**config.mk**
```make
export PLATFORM = sky130hd
export DESIGN_NAME = ql_memory_bus
export DESIGN_NICKNAME = d
export VERILOG_FILES = /design/src/ql_pkg.sv /design/src/mem_req_if.sv /design/src/cpu_bus_decoder.sv /design/src/download_fifo.sv /design/src/slot_scheduler.sv /design/src/reset_sequencer.sv /design/src/ql_memory_bus.sv
export SDC_FILE = /design/constraint.sdc
export NUM_CORES = 1
export LEC_CHECK = 0
export BUFFER_PORTS_ARGS = -buffer_cell sky130_fd_sc_hd__buf_4
export CORE_ASPECT_RATIO = 0.7
export CORE_UTILIZATION = 48
export CTS_BUF_LIST = sky130_fd_sc_hd__clkbuf_2
export DETAILED_ROUTE_END_ITERATION = 10
export PLACE_DENSITY = 0.78
export RECOVER_POWER = 25
export SYNTH_ARGS = -nofsm -noshare
export SYNTH_HDL_FRONTEND = slang
export SYNTH_SLANG_ARGS = --single-unit
```
**constraint.sdc**
```tcl
create_clock -name clk2 -period 3.45 [get_ports clk2]
set_clock_uncertainty 0.05 [all_clocks]
set_input_delay 1.035 -clock clk2 [delete_from_list [all_inputs] [get_ports clk2]]
set_output_delay 1.035 -clock clk2 [all_outputs]
set_load 0.01 [all_outputs]
```
**src/ql_pkg.sv**
```systemverilog
// shared definitions for the ql memory bus
// address map, bus widths, download entry type and timing constants
package ql_pkg;

	// --------------------------------------
	// widths
	localparam int CPU_ADDR_W   = 20;  // 68008 byte address, 1M space
	localparam int SYS_ADDR_W   = 25;  // memory word address
	localparam int VIDEO_ADDR_W = 19;  // video fetch word address
	localparam int BUS_DATA_W   = 16;
	localparam int DL_INDEX_W   = 5;

	typedef logic [CPU_ADDR_W-1:0]   cpu_addr_t;
	typedef logic [SYS_ADDR_W-1:0]   sys_addr_t;
	typedef logic [VIDEO_ADDR_W-1:0] video_addr_t;
	typedef logic [BUS_DATA_W-1:0]   bus_data_t;
	typedef logic [DL_INDEX_W-1:0]   dl_index_t;

	// one buffered download write
	typedef struct packed {
		sys_addr_t addr;  // target word address
		bus_data_t data;
	} dl_entry_t;

	// --------------------------------------
	// cpu address map
	localparam logic [5:0] IO_BASE_PAGE = 6'h06;  // a[19:14], internal i/o $18000-$1bfff
	localparam logic [2:0] BRAM_PAGE    = 3'b001; // a[19:17], 128k base ram at $20000
	localparam logic [3:0] ROM_PAGE     = 4'h0;   // a[19:16], 64k rom at $0
	localparam logic [5:0] QIMI_PAGE    = 6'h3f;  // a[13:8], mouse at $1bfxx

	localparam bus_data_t IO_IDLE_DATA = 16'hffff;  // unmapped reads

	// --------------------------------------
	// download buffer
	localparam dl_index_t DL_INDEX_ROM0 = 5'd0;  // both indices load rom images
	localparam dl_index_t DL_INDEX_ROM3 = 5'd3;
	localparam int DL_FIFO_DEPTH = 4;
	localparam int DL_PTR_W      = $clog2(DL_FIFO_DEPTH);
	localparam int DL_COUNT_W    = $clog2(DL_FIFO_DEPTH + 1);  // holds 0..depth

	// core reset stretch
	localparam int RESET_HOLD_CYCLES = 255;
	localparam int RESET_CNT_W       = $clog2(RESET_HOLD_CYCLES + 1);

endpackage

```
**src/mem_req_if.sv**
```systemverilog
// memory request bundle between the cpu decoder and the slot scheduler
`timescale 1ns/1ps

interface mem_req_if;
	import ql_pkg::*;

	sys_addr_t addr;   // word address
	bus_data_t wdata;  // write data
	logic      we;     // write request
	logic      oe;     // read request
	logic      uds;    // upper byte enable
	logic      lds;    // lower byte enable

	// request producer
	modport source (
		output addr, wdata, we, oe, uds, lds
	);

	// request consumer
	modport sink (
		input addr, wdata, we, oe, uds, lds
	);

endinterface

```
**src/cpu_bus_decoder.sv**
```systemverilog
// cpu address decode, memory request forming, i/o selects
// and read data return mux
`timescale 1ns/1ps

module cpu_bus_decoder (
	input  ql_pkg::cpu_addr_t cpu_addr,
	input  ql_pkg::bus_data_t cpu_wdata,
	input  logic              cpu_rd,       // code or data read
	input  logic              cpu_wr,       // data write
	input  logic              cpu_uds,
	input  logic              cpu_lds,
	input  logic              ram_640k,     // enables extended ram
	input  ql_pkg::bus_data_t mem_rdata,
	input  ql_pkg::bus_data_t zx8302_rdata,
	input  logic [7:0]        qimi_rdata,
	output ql_pkg::bus_data_t cpu_rdata,
	output logic              zx8301_cs,    // video mode register write
	output logic              zx8302_sel,
	output logic              qimi_sel,
	mem_req_if.source         req
);
	import ql_pkg::*;

	logic      cpu_act;
	logic      cpu_io;
	logic      cpu_bram;
	logic      cpu_xram;
	logic      cpu_ram;
	logic      cpu_rom;
	logic      cpu_mem;
	logic      xram_page;
	bus_data_t io_rdata;

	// area classification
	assign cpu_act   = cpu_rd || cpu_wr;
	assign cpu_io    = cpu_act && (cpu_addr[19:14] == IO_BASE_PAGE);
	assign cpu_bram  = cpu_act && (cpu_addr[19:17] == BRAM_PAGE);
	assign xram_page = (cpu_addr[19:18] == 2'b01) || (cpu_addr[19:18] == 2'b10);  // $40000-$bffff
	assign cpu_xram  = cpu_act && ram_640k && xram_page;
	assign cpu_ram   = cpu_bram || cpu_xram;
	assign cpu_rom   = cpu_act && (cpu_addr[19:16] == ROM_PAGE);
	assign cpu_mem   = cpu_ram || cpu_rom;  // anything held in memory

	// --------------------------------------
	// memory request
	assign req.addr  = sys_addr_t'(cpu_addr[CPU_ADDR_W-1:1]);  // byte to word address
	assign req.wdata = cpu_wdata;
	assign req.we    = cpu_wr && cpu_ram;  // rom is never written by the cpu
	assign req.oe    = cpu_rd && cpu_mem;
	assign req.uds   = cpu_uds;
	assign req.lds   = cpu_lds;

	// --------------------------------------
	// i/o selects
	// zx8301 has a single write-only register at $18063
	assign zx8301_cs  = cpu_io && ({cpu_addr[6:5], cpu_addr[1]} == 3'b111) && cpu_wr && cpu_lds;
	assign zx8302_sel = cpu_io && !cpu_addr[6];
	assign qimi_sel   = cpu_io && (cpu_addr[13:8] == QIMI_PAGE);

	// i/o read data
	always_comb begin
		if (qimi_sel)
			io_rdata = {qimi_rdata, qimi_rdata};  // byte wide device, both lanes
		else if (!cpu_addr[6])
			io_rdata = zx8302_rdata;
		else
			io_rdata = '0;  // write-only area
	end

	// return mux to the cpu
	always_comb begin
		if (cpu_mem)
			cpu_rdata = mem_rdata;
		else if (cpu_io)
			cpu_rdata = io_rdata;
		else
			cpu_rdata = IO_IDLE_DATA;  // nothing mapped here
	end

endmodule

```
**src/download_fifo.sv**
```systemverilog
// circular buffer for download writes waiting for a cpu slot
`timescale 1ns/1ps

module download_fifo (
	input  logic              clk2,
	input  logic              reset,
	input  logic              push,        // single-cycle write strobe
	input  ql_pkg::dl_entry_t push_entry,
	input  logic              pop,
	output ql_pkg::dl_entry_t head,        // oldest entry
	output logic              empty,
	output logic              overflow     // sticky, a write was lost
);
	import ql_pkg::*;

	dl_entry_t             mem [DL_FIFO_DEPTH];
	logic [DL_PTR_W-1:0]   wr_ptr;
	logic [DL_PTR_W-1:0]   rd_ptr;
	logic [DL_COUNT_W-1:0] count;   // occupancy
	logic                  full;
	logic                  do_push;
	logic                  do_pop;

	assign full    = (count == DL_COUNT_W'(DL_FIFO_DEPTH));
	assign empty   = (count == '0);
	assign do_push = push && !full;  // strobe while full is dropped
	assign do_pop  = pop && !empty;
	assign head    = mem[rd_ptr];

	// entry storage
	always_ff @(posedge clk2) begin
		if (do_push)
			mem[wr_ptr] <= push_entry;
	end

	// pointers, count and overflow flag
	always_ff @(posedge clk2) begin
		if (reset) begin
			wr_ptr   <= '0;
			rd_ptr   <= '0;
			count    <= '0;
			overflow <= 1'b0;
		end else begin
			if (do_push)
				wr_ptr <= (wr_ptr == DL_PTR_W'(DL_FIFO_DEPTH - 1)) ? '0 : wr_ptr + 1'b1;
			if (do_pop)
				rd_ptr <= (rd_ptr == DL_PTR_W'(DL_FIFO_DEPTH - 1)) ? '0 : rd_ptr + 1'b1;
			case ({do_push, do_pop})
				2'b10:   count <= count + 1'b1;
				2'b01:   count <= count - 1'b1;
				default: count <= count;  // idle or push and pop together
			endcase
			if (push && full)
				overflow <= 1'b1;
		end
	end

endmodule

```
**src/slot_scheduler.sv**
```systemverilog
// cpu/video slot alternation, download drain and
// the registered memory request
`timescale 1ns/1ps

module slot_scheduler (
	input  logic                clk2,
	input  logic                reset,
	mem_req_if.sink             cpu_req,
	input  logic                cpu_idle,      // cpu bus cycle without memory access
	input  logic                dio_download,
	input  ql_pkg::dl_entry_t   dl_head,
	input  logic                dl_empty,
	input  ql_pkg::video_addr_t video_addr,
	input  logic                video_rd,
	input  logic                mdv_read,
	input  logic                mdv2_read,
	input  logic                mdv_seldrive,  // 1 selects microdrive 2
	input  ql_pkg::sys_addr_t   mdv_addr,
	input  ql_pkg::sys_addr_t   mdv2_addr,
	output logic                video_cycle,
	output logic                cpu_enable,
	output logic                dl_pop,
	output ql_pkg::sys_addr_t   mem_addr,
	output ql_pkg::bus_data_t   mem_wdata,
	output logic                mem_we,
	output logic                mem_oe,
	output logic                mem_uds,
	output logic                mem_lds,
	output logic                mem_video_slot
);
	import ql_pkg::*;

	sys_addr_t next_addr;
	bus_data_t next_wdata;
	logic      next_we;
	logic      next_oe;
	logic      next_uds;
	logic      next_lds;
	logic      mdv_any;

	assign mdv_any = mdv_read || mdv2_read;  // only one drive is active at a time

	// one buffered write per cpu slot
	assign dl_pop = !video_cycle && !dl_empty;

	// slot toggle, cpu slot first after reset
	always_ff @(posedge clk2) begin
		if (reset)
			video_cycle <= 1'b0;
		else
			video_cycle <= !video_cycle;
	end

	// --------------------------------------
	// request selection for the current slot
	always_comb begin
		next_addr  = cpu_req.addr;
		next_wdata = cpu_req.wdata;
		next_we    = 1'b0;
		next_oe    = 1'b0;
		next_uds   = 1'b0;
		next_lds   = 1'b0;
		if (video_cycle) begin
			next_uds = 1'b1;  // full word fetch, never a write
			next_lds = 1'b1;
			if (mdv_any) begin
				next_addr = mdv_seldrive ? mdv2_addr : mdv_addr;  // microdrive wins the slot
				next_oe   = 1'b1;
			end else begin
				next_addr = sys_addr_t'(video_addr);
				next_oe   = video_rd;
			end
		end else if (!dl_empty) begin
			next_addr  = dl_head.addr;  // drain download buffer
			next_wdata = dl_head.data;
			next_we    = 1'b1;
			next_uds   = 1'b1;
			next_lds   = 1'b1;
		end else if (!dio_download) begin
			next_we  = cpu_req.we;
			next_oe  = cpu_req.oe;
			next_uds = cpu_req.uds;
			next_lds = cpu_req.lds;
		end
	end

	// --------------------------------------
	// registered request, one clock behind its slot
	always_ff @(posedge clk2) begin
		mem_addr  <= next_addr;
		mem_wdata <= next_wdata;
	end

	always_ff @(posedge clk2) begin
		if (reset) begin
			mem_we         <= 1'b0;
			mem_oe         <= 1'b0;
			mem_uds        <= 1'b0;
			mem_lds        <= 1'b0;
			mem_video_slot <= 1'b0;
			cpu_enable     <= 1'b0;
		end else begin
			mem_we         <= next_we;
			mem_oe         <= next_oe;
			mem_uds        <= next_uds;
			mem_lds        <= next_lds;
			mem_video_slot <= video_cycle;
			// aligned with the request so the core advances together with its read data
			cpu_enable     <= cpu_idle || (!video_cycle && !dio_download && dl_empty);
		end
	end

endmodule

```
**src/reset_sequencer.sv**
```systemverilog
// core reset stretch after external reset or rom download
`timescale 1ns/1ps

module reset_sequencer (
	input  logic             clk2,
	input  logic             reset,
	input  logic             dio_download,
	input  ql_pkg::dl_index_t dio_index,
	output logic             core_reset
);
	import ql_pkg::*;

	logic [RESET_CNT_W-1:0] hold_cnt;  // clocks of reset still to go
	logic                   rom_download;

	// a new rom image restarts the machine
	assign rom_download = dio_download &&
		((dio_index == DL_INDEX_ROM0) || (dio_index == DL_INDEX_ROM3));

	always_ff @(posedge clk2) begin
		if (reset || rom_download)
			hold_cnt <= RESET_CNT_W'(RESET_HOLD_CYCLES);  // reload while held
		else if (hold_cnt != '0)
			hold_cnt <= hold_cnt - 1'b1;
	end

	assign core_reset = (hold_cnt != '0);

endmodule

```
**src/ql_memory_bus.sv**
```systemverilog
// top level of the shared memory bus
// cpu decoder, download buffer, slot scheduler and reset sequencer
`timescale 1ns/1ps

module ql_memory_bus (
	input  logic                clk2,
	input  logic                reset,
	// cpu bus
	input  ql_pkg::cpu_addr_t   cpu_addr,
	input  ql_pkg::bus_data_t   cpu_wdata,
	input  logic                cpu_rd,
	input  logic                cpu_wr,
	input  logic                cpu_uds,
	input  logic                cpu_lds,
	input  logic                cpu_idle,
	input  logic                ram_640k,
	output ql_pkg::bus_data_t   cpu_rdata,
	output logic                cpu_enable,
	// i/o devices
	input  ql_pkg::bus_data_t   zx8302_rdata,
	input  logic [7:0]          qimi_rdata,
	output logic                zx8301_cs,
	output logic                zx8302_sel,
	output logic                qimi_sel,
	// video and microdrive
	input  ql_pkg::video_addr_t video_addr,
	input  logic                video_rd,
	input  logic                mdv_read,
	input  logic                mdv2_read,
	input  logic                mdv_seldrive,
	input  ql_pkg::sys_addr_t   mdv_addr,
	input  ql_pkg::sys_addr_t   mdv2_addr,
	output logic                video_cycle,
	// download writes
	input  logic                dio_download,
	input  ql_pkg::dl_index_t   dio_index,
	input  logic                dio_strobe,
	input  ql_pkg::sys_addr_t   dio_addr,
	input  ql_pkg::bus_data_t   dio_data,
	output logic                dl_overflow,
	// memory request port
	input  ql_pkg::bus_data_t   mem_rdata,
	output ql_pkg::sys_addr_t   mem_addr,
	output ql_pkg::bus_data_t   mem_wdata,
	output logic                mem_we,
	output logic                mem_oe,
	output logic                mem_uds,
	output logic                mem_lds,
	output logic                mem_video_slot,
	output logic                core_reset
);
	import ql_pkg::*;

	dl_entry_t dio_entry;  // incoming download write
	dl_entry_t dl_head;
	logic      dl_empty;
	logic      dl_pop;

	mem_req_if cpu_req ();

	assign dio_entry.addr = dio_addr;
	assign dio_entry.data = dio_data;

	// --------------------------------------
	cpu_bus_decoder u_decoder (
		.cpu_addr     (cpu_addr),
		.cpu_wdata    (cpu_wdata),
		.cpu_rd       (cpu_rd),
		.cpu_wr       (cpu_wr),
		.cpu_uds      (cpu_uds),
		.cpu_lds      (cpu_lds),
		.ram_640k     (ram_640k),
		.mem_rdata    (mem_rdata),
		.zx8302_rdata (zx8302_rdata),
		.qimi_rdata   (qimi_rdata),
		.cpu_rdata    (cpu_rdata),
		.zx8301_cs    (zx8301_cs),
		.zx8302_sel   (zx8302_sel),
		.qimi_sel     (qimi_sel),
		.req          (cpu_req)
	);

	download_fifo u_dl_fifo (
		.clk2       (clk2),
		.reset      (reset),
		.push       (dio_strobe),
		.push_entry (dio_entry),
		.pop        (dl_pop),
		.head       (dl_head),
		.empty      (dl_empty),
		.overflow   (dl_overflow)
	);

	slot_scheduler u_scheduler (
		.clk2           (clk2),
		.reset          (reset),
		.cpu_req        (cpu_req),
		.cpu_idle       (cpu_idle),
		.dio_download   (dio_download),
		.dl_head        (dl_head),
		.dl_empty       (dl_empty),
		.video_addr     (video_addr),
		.video_rd       (video_rd),
		.mdv_read       (mdv_read),
		.mdv2_read      (mdv2_read),
		.mdv_seldrive   (mdv_seldrive),
		.mdv_addr       (mdv_addr),
		.mdv2_addr      (mdv2_addr),
		.video_cycle    (video_cycle),
		.cpu_enable     (cpu_enable),
		.dl_pop         (dl_pop),
		.mem_addr       (mem_addr),
		.mem_wdata      (mem_wdata),
		.mem_we         (mem_we),
		.mem_oe         (mem_oe),
		.mem_uds        (mem_uds),
		.mem_lds        (mem_lds),
		.mem_video_slot (mem_video_slot)
	);

	reset_sequencer u_reset_seq (
		.clk2         (clk2),
		.reset        (reset),
		.dio_download (dio_download),
		.dio_index    (dio_index),
		.core_reset   (core_reset)
	);

endmodule

```
# After elaboration in Yosys (flattened, before gate mapping)
# Memories as Yosys holds them, arrays and structs flattened. A register that Yosys moved wholly into a read port is not among the register bits.
# Cells that the tools add are included.
[totals] register_bits=64 ram_bits=164 input_bits=205 wordCells=99 mem_count=1
[op_classes] addsub=5 eq_ne=12 muxes=29 reduce_logical=38
[memory_table] memory="u_dl_fifo.mem" words=4 word_bits=41 rd=1 rd_clocked_by_memory_dff=1 wr=1 line_no="download_fifo.sv:16" source="dl_entry_t mem [DL_FIFO_DEPTH];"
[ops] operator="$mux W25" count=4
[ops] operator="$mux W16" count=6
[ops] operator="$logic_and A1 B1 Y1" count=19
[ops] operator="$mux W1" count=14
[ops] operator="$eq A2 B2 Y1 const B" count=4
[ops] operator="$logic_or A1 B1 Y1" count=8
[ops] operator="$mux W2" count=4
[ops] operator="$reduce_bool A8 Y1" count=1
[ops] operator="$sub A8 B1 Y8 const B" count=1
[ops] operator="$eq A3 B3 Y1 const B" count=2
[ops] operator="$eq A6 B3 Y1 const B" count=1
[ops] operator="$eq A6 B6 Y1 const B" count=1
[ops] operator="$pmux W3 S2" count=1
[ops] operator="$eq A5 B2 Y1 const B" count=1
[ops] operator="$logic_not A1 Y1" count=5
[ops] operator="$logic_not A5 Y1" count=1
[ops] operator="$add A2 B1 Y2 const B" count=2
[ops] operator="$eq A2 B1 Y1 const B" count=2
[ops] operator="$logic_not A4 Y1" count=1
[ops] operator="$add A3 B1 Y3 const B" count=1
[ops] operator="$eq A3 B1 Y1 const B" count=1
[ops] operator="$logic_not A3 Y1" count=1
[ops] operator="$sub A3 B1 Y3 const B" count=1
[ops] operator="$reduce_bool A2 Y1" count=1
[ops] operator="$reduce_or A2 Y1" count=1

# Depth between registers and ports, before layout
# Gate-level depths: netlist of the first run.
[logic_depth] ltp_word=9 depth_mapped=9

# By module
# From an unflattened synthesis of the first run, not the netlist that was laid out.
[unflattened] cells_unflattened=650 hier_area_um2=9862.0
[by_module_without_submodules] mod="download_fifo" n_inst=1 cells_each=269 area_each_um2=6418.7 seq_area_each_um2=5124.9
[by_module_without_submodules] mod="slot_scheduler" n_inst=1 cells_each=213 area_each_um2=2183.3 seq_area_each_um2=960.9
[by_module_without_submodules] mod="cpu_bus_decoder" n_inst=1 cells_each=119 area_each_um2=827.0 seq_area_each_um2=0.0
[by_module_without_submodules] mod="reset_sequencer" n_inst=1 cells_each=49 area_each_um2=432.9 seq_area_each_um2=160.2

# Worst setup path before layout of the first run
# No wires, ideal clock.
[synth_timing] path_kind="input port to output port" start="input cpu_addr[18]" end="output cpu_rdata[10]" t_arrival_ns=2.557 path_slack_ns=-0.192 cell_stages=7 path_buffers=2 cell_sequence="inv_1 ha_1 a32o_1 buf_2 o22ai_1 buf_2 a2bb2oi_1"
[synth_via] elab_chain_len=6
[synth_lines] item="start: declaration" line_no="ql_memory_bus.sv:9" source="input ql_pkg::cpu_addr_t cpu_addr,"
[synth_lines] item="$eq A6 B3 Y1, or another cell as far along" line_no="cpu_bus_decoder.sv:36" source="assign cpu_io = cpu_act && (cpu_addr[19:14] == IO_BASE_PAGE);"
[synth_lines] item="$logic_and A1 B1 Y1 or $logic_or A1 B1 Y1 (tied branches)" line_no="cpu_bus_decoder.sv:36, cpu_bus_decoder.sv:38"
[synth_lines] item="$logic_and A1 B1 Y1 (on tied branches)" line_no="cpu_bus_decoder.sv:58, cpu_bus_decoder.sv:39"
[synth_lines] item="$mux W16 or $logic_or A1 B1 Y1 (tied branches)" line_no="cpu_bus_decoder.sv:62, cpu_bus_decoder.sv:40"
[synth_lines] item="$mux W16 or $logic_or A1 B1 Y1 (tied branches)" line_no="cpu_bus_decoder.sv:74, cpu_bus_decoder.sv:42"
[synth_lines] item="$mux W16 (*)" line_no="cpu_bus_decoder.sv:72" source="if (cpu_mem)"
[synth_lines] item="end: declaration" line_no="ql_memory_bus.sv:17" source="output ql_pkg::bus_data_t cpu_rdata,"
# Mark *: on every way between the ends. The rest lies on a longest branch, timed or not.

# Worst setup path in the final report of the first run
[layout_timing] start="input cpu_addr[19]" end="output cpu_rdata[0]"
# Same word-level chain as after synthesis.

==> results.md, run 1 <==
* Net load switching power at 2.40 mW
* Internal Power at 5.26 mW
* Synth area leaders: edfxtp_1, dfxtp_1, mux4_2
* Max Cap Viol at 0
* Core footprint at 19100 um2
* Ys async rst share at 0%
* CTS tree: built
* Adder-cell area share of the yosys netlist at 1.41%
* Largest area contributor in the netlist: edfxtp_1
* CP Capture Type: primary output
* 1st-pass router iterations at 5
* CP Data Arrival Time at 2.59 ns
* Routability Congestion at 0.842
* Clk pwr share at 22.2%
* Io pins at 274
* Setup ws final at -0.229 ns
* Clock sink count at 230
* CTS Buf Count at 54
* GRT Overall Usage at 22.5%
* Synth Register Bits at 230
* Final wirelength at 22900 um
* Final nets at 1167
* Largest family of logic cells by synthesized area: multiplexers
* Final setup vio count at 18
* Peak Freq at 272 MHz
* Die Y at 119 um
* Commonest cells in the netlist: edfxtp_1, dfxtp_1, nand2_1
* First-pass GRT wire length at 34600 um
* RSZ-0062 raised after global routing: true
* Vias in the first global route at 6517
* Yosys Warn Count at 0
* Failing checks: setup timing
* Pwr Total at 7.65 mW
* Final min period at 3.68 ns
* Clk slew on worst S/H paths at 0.10 ns
* Reg power frac at 48.7%
* Num rows at 42
* Final Util at 65.3%
* Initial antenna violation count at 0
* Clk_lat worst skew at 0.79 ns
* Initial core utilization at 49.4%
* DRT antenna net count at 0
* Max H-tree Level at 2
* Syn Inst Count at 632
* Post-synth EDFFs at 164
* Syn nets at 847
* Mux contribution to synthesized area at 14.7%
* Max transition margin at 42.9%
* Sequential share of the synthesized area at 66.3%
* Compound-cell area share of the yosys netlist at 8.72%
* Syn_area_per_cell at 14.9 um2
* Worst hold slack at 0.408 ns
* Simple-gate area share of the yosys netlist at 5.87%
* Ys flop type: edfxtp_1
* DR DRC count at 0
* Most common cell in the netlist: edfxtp_1
* Inserted Diodes at 0
* Setup TNS at -3.12 ns
* Dpl hpwl at 15300 um
* Worst Path Max Fanout at 5
* Worst slack, placed at -0.323 ns
* Critical path class: input pin to primary output
* Largest net degree at the start of global routing at 42
* Leak Pwr at 4.90 nW
* Top-area cell type share of the netlist area at 52.3%
* Min-Delay Path Class: input pin to flop
* Sw Ratio at 31.3%
* Die X at 169 um
* Max IR drop VDD at 0.000382 V
* Worst-margin pin slew at 0.857 ns
* Post-Synth XOR/XNOR Area at 0.744%
* Share of cells above drive strength 1 at 44.3%
* DR vias at 6617
* 1st-iter DRT viols at 561
* Power Dens Cells at 615 nW/um2
* Status: complete, but fails checks
* Yosys cell types at 43
* Logic pwr share at 29.2%
* Area delta synth->final at 32.2%
* Crit share post-route at 107%
* Count of pins over their slew limit at 0
* Cts hold-fix bufs at 0
* Die area at 20200 um2
* Worst Path Required at 2.36 ns
* Netlist Area Pre-Place at 9410 um2
* Clk root buf: clkbuf_2
* Wire per inst at 18.1 um
* Hold Vio Cnt, Final at 0
* Worst Setup Start Kind: input pin
* CTS Buffer Depth at 3
* Remaining global-route overflow at 0
* Port Buffer Count at 272
* Routed vias/inst at 5.24
==> final timing paths <==
kind / from / to / slack (ns) / cells after the start
min: dio_addr[8] / u_dl_fifo.mem[0][24] / 0.41 / 1
min reg2reg: u_dl_fifo.rd_ptr[1] / flop / 0.46 / 2
max reg2reg: u_dl_fifo.count[0] / u_dl_fifo.count[2] / 1.22 / 9
max: cpu_addr[19] / cpu_rdata[0] / -0.23 / 9
==> layout make-up <==
cell class,count,area (um2)
fill,1490,6630
multi-input combinational,350,3060
inverter,14,60.1
clock inverter,19,77.6
tap,264,330
clock buffer,83,415
sequential,230,6250
timing repair buffer,302,2250
==> stage by stage <==
stage,instances,instance area (um2)
2_1_floorplan,632,9440
3_3_place_gp,1154,11900
3_5_place_dp,1154,11900
4_1_cts,1262,12500
5_1_grt,1262,12400
6_report,1262,12400
==> cells in the final DEF, fill, tap and decap left out, drive strengths merged, types with 19 or more instances in the layout <==
| cell type | instances |
|---|---|
| clkbuf | 116 |
| o21ai | 35 |
| buf | 269 |
| mux4 | 41 |
| edfxtp | 164 |
| dfxtp | 66 |
| a21oi | 34 |
| nor2 | 21 |
| nand2 | 63 |
| a22oi | 19 |
| mux2i | 28 |
==> registers in the layout, indices dropped and copies added (netlist names), named ones only <==
| register | cells |
|---|---|
| u_dl_fifo.mem | 164 |
| u_scheduler.mem_addr | 25 |
| u_scheduler.mem_wdata | 16 |
| u_reset_seq.hold_cnt | 8 |
| u_dl_fifo.count | 3 |
| u_dl_fifo.rd_ptr | 2 |
| u_dl_fifo.wr_ptr | 2 |
| u_dl_fifo.overflow | 1 |
| u_scheduler.cpu_enable | 1 |
| u_scheduler.mem_lds | 1 |
| u_scheduler.mem_oe | 1 |
| u_scheduler.mem_uds | 1 |
| u_scheduler.mem_video_slot | 1 |
| u_scheduler.mem_we | 1 |
| u_scheduler.video_cycle | 1 |
==> power groups by stage <==
stage / logic [mW] / registers [mW] / clock network (mW)
3_3_place_gp: 2.21 / 3.78 / 0
3_5_place_dp: 2.25 / 3.80 / 0
4_1_cts: 2.26 / 3.74 / 1.76
2_1_floorplan: 1.30 / 3.73 / 0
5_1_grt: 2.41 / 3.79 / 1.92
6_report: 2.23 / 3.72 / 1.70
==> kinds of logic (layout without fill, tap and decap cells) <==
kind of cell    after synthesis  after routing
compound gates              128            128
simple gates                119            119
buf+inv                      52            418
flops                       230            230
fa+ha+maj                    10             10
xor+xnor                      8              8
mux                          85             85
==> layer usage <==
layer	global-route usage (%)	up-vias	wire (um)
met3	6.78	42	2150
met4	6.87	0	353
li1	-	3110	-
met1	30.6	3174	9740
met2	35.0	291	10700
met5	0	-	0
==> worst max-delay path, cell delays in order <==
cell	delay, ns
buf_8	0.10
inv_6	0.05
ha_4	0.13
nand2b_4	0.06
or4_4	0.52
buf_6	0.16
a211o_1	0.22
o22a_1	0.19
buf_6	0.12
==> timing repair <==
action	in CTS	in global routing
pin swaps	14	5
endpoints found under the setup margin	20	19
buffers inserted	4	1
gates resized for setup	23	12
cloned	2	0
(Power assumes the default switching activity.)
==> run 2: changes to the inputs <==
--- a/config.mk
+++ b/config.mk
@@ -6,7 +6,6 @@
 export NUM_CORES = 1
 export LEC_CHECK = 0
 export BUFFER_PORTS_ARGS = -buffer_cell sky130_fd_sc_hd__buf_4
-export CORE_ASPECT_RATIO = 0.7
 export CORE_UTILIZATION = 48
 export CTS_BUF_LIST = sky130_fd_sc_hd__clkbuf_2
 export DETAILED_ROUTE_END_ITERATION = 10
==> results.md, run 2 (synthesis gave the netlist of run 1 again) <==
* Hold Vio Cnt, Final at 0 (unchanged)
* Clk_lat worst skew at 0.84 ns (+0.05 ns)
* Max H-tree Level at 2 (unchanged)
* Max reg flops at 164 (unchanged)
* Die X at 142 um (-16%)
* DRT antenna net count at 0 (unchanged)
* Power Dens Cells at 616 nW/um2 (+0.25%)
* Cts hold-fix bufs at 0 (unchanged)
* Setup ws final at -0.231 ns (-0.00156 ns)
* Crit path cell chain: buf_8 -> inv_6 -> ha_4 -> nand2b_4 -> or4_4 -> buf_6 -> a211o_1 -> o22a_1 -> buf_6
* Worst-margin pin slew at 0.849 ns (-0.00800 ns)
* Status: complete, but fails checks
* Fillers at 1411 (-5.3%)
* Initial core utilization at 49.7% (+0.31 points)
* CP Capture Type: primary output
* Final setup vio count at 19 (+1)
* Post-placement cell area at 11900 um2 (+0.17%)
* CTS tree: built
* Final nets at 1177 (+0.86%)
* Initial antenna violation count at 0 (unchanged)
* Leak Pwr at 4.96 nW (+1.3%)
* Port Buffer Count at 272 (unchanged)
* Clock sink count at 230 (unchanged)
* Peak Freq at 272 MHz (about the same)
* Routability Congestion at 0.868 (+3.1%)
* Num rows at 50 (+19%)
* Die Y at 142 um (+19%)
* Remaining global-route overflow at 0 (unchanged)
* Die area at 20200 um2 (about the same)
* Crit share post-route at 107% (about the same)
* CP most frequent cell: buf_6
* Crit path max-delay cell type: or4_4
* DR DRC count at 0 (unchanged)
* Max Cap Viol at 0 (unchanged)
* Largest registers: u_dl_fifo.mem x164, u_scheduler.mem_addr x25, u_scheduler.mem_wdata x16
* CTS Buf Count at 56 (+3.7%)
* Wire per inst at 19.0 um (+4.7%)
* Final Util at 65.9% (+0.69 points)
* First-pass GRT wire length at 35900 um (+4.0%)
* Largest net degree at the start of global routing at 48 (+14%)
* Slowest Stage Delay on Critical Path at 0.53 ns (about the same)
* Worst Path Max Fanout at 5 (unchanged)
* Max IR drop VDD at 0.000367 V (-4.0%)
* GRT Overall Usage at 23.9% (+1.3 points)
* Vias in the first global route at 6851 (+5.1%)
* Critical path class: input pin to primary output
* DR vias at 6654 (+0.56%)
* 1st-iter DRT viols at 335 (-40%)
* Crit path buffers/inverters at 4 (unchanged)
* Inserted Diodes at 0 (unchanged)
* Min-Delay Path Class: input pin to flop
* Most common cell after layout, fill and taps aside: buf_4
* Dpl hpwl at 16700 um (+9.2%)
* Core footprint at 19000 um2 (-0.63%)
* Max transition margin at 43.3% (+0.40 points)
* Final wirelength at 24100 um (+5.3%)
* Largest delay share family, worst path: simple AND/OR/NAND/NOR gates
* Layout Cells excl Fill at 1269 (+0.55%)
* Io pins at 274 (unchanged)
* Clk root buf: clkbuf_2
* Count of pins over their slew limit at 0 (unchanged)
* Worst Setup Start Kind: input pin
* Final Cell Area at 12500 um2 (+0.42%)
* Failing checks: setup timing
* Routed vias/inst at 5.24 (about the same)
* CP Data Arrival Time at 2.60 ns (about the same)
* Highest-count cells in the layout ignoring fill and taps: buf_4, edfxtp_1, clkbuf_2
* Final min period at 3.68 ns (+0.00156 ns)
* 1st-pass router iterations at 4 (-1)
* Share of cells above drive strength 1 at 44.6% (+0.31 points)
* CTS Buffer Depth at 3 (unchanged)
* Largest Register: u_dl_fifo.mem
* Placed cell count at 1155 (+0.087%)
* RSZ-0062 raised after global routing: true
* Clk slew on worst S/H paths at 0.10 ns (about the same)
* Worst Path Required at 2.36 ns (about the same)
* Area delta synth->final at 32.8%
[run 2: cell types whose count changed in the layout (fill, tap and decap cells not counted), sizes merged]
cell,previous run,this run
buf,269,278
clkbuf,116,118
inv,15,16
clkinvlp,1,0
[run 2: stage by stage]
step	power (mW)	TNS (ns)	setup slack, ns	hold WS, ns
final	7.70	-3.12	-0.231	0.377
after global routing	8.15	-3.91	-0.266	0.259
after CTS	7.84	-4.26	-0.307	0.223
after detailed placement	6.09	-4.86	-0.349	0.428
after global placement	6.03	-4.27	-0.299	0.418
after floorplan	5.03	-0.434	-0.0620	0.422
[run 2: routing by layer]
layer / routed length, um / GRT usage [%] / vias up / part of all wire, %
li1: - / - / 3135 / -
met1: 9210 / 27.0 / 3202 / 38
met2: 12300 / 42.1 / 271 / 51
met3: 1800 / 6.22 / 46 / 7.5
met4: 790 / 11.1 / 0 / 3.3
met5: 0 / 0 / - / 0
[run 2: worst register-to-register path, cell delays in order (launching register included)]
cell     delay, ns
dfxtp_1       0.43
nor3_2        0.10
nor2_4        0.65
ha_1          0.31
inv_1         0.06
fa_1          0.38
xor2_1        0.16
or3_1         0.30
a21oi_1       0.13
[run 2: power by group]
part	switching [mW]	internal (mW)
clock network	1.05	0.673
logic	1.10	1.17
registers	0.268	3.44
total	2.42	5.28
[run 2: final cells by class]
| class | instances | area (um2) | area share [%] |
|---|---|---|---|
| flip-flops and latches | 230 | 6250 | 50.0 |
| multi-input cells | 350 | 3040 | 24.3 |
| repair buffers | 310 | 2310 | 18.4 |
| clock buffers | 86 | 430 | 3.44 |
| well taps | 260 | 325 | 2.60 |
| clock inverters | 19 | 81.3 | 0.651 |
| inverters | 14 | 60.1 | 0.480 |
[run 2: worst paths after layout]
check | endpoint | slack [ns] | startpoint | depth (start not counted)
min | u_scheduler.mem_wdata[5] | 0.38 | cpu_wdata[5] | 2
max | cpu_rdata[0] | -0.23 | cpu_addr[18] | 9
max reg2reg | u_dl_fifo.count[2] | 0.79 | u_dl_fifo.count[0] | 8
min reg2reg | u_dl_fifo.overflow | 0.45 | u_dl_fifo.overflow | 2
[run 2: timing repair]
item | CTS | global route
cloned | 2 | 0
setup endpoints to repair | 20 | 20
setup buffers | 5 | 2
gates resized for setup | 26 | 6
pin swaps | 16 | 8
hold endpoints to repair | 0 | 0
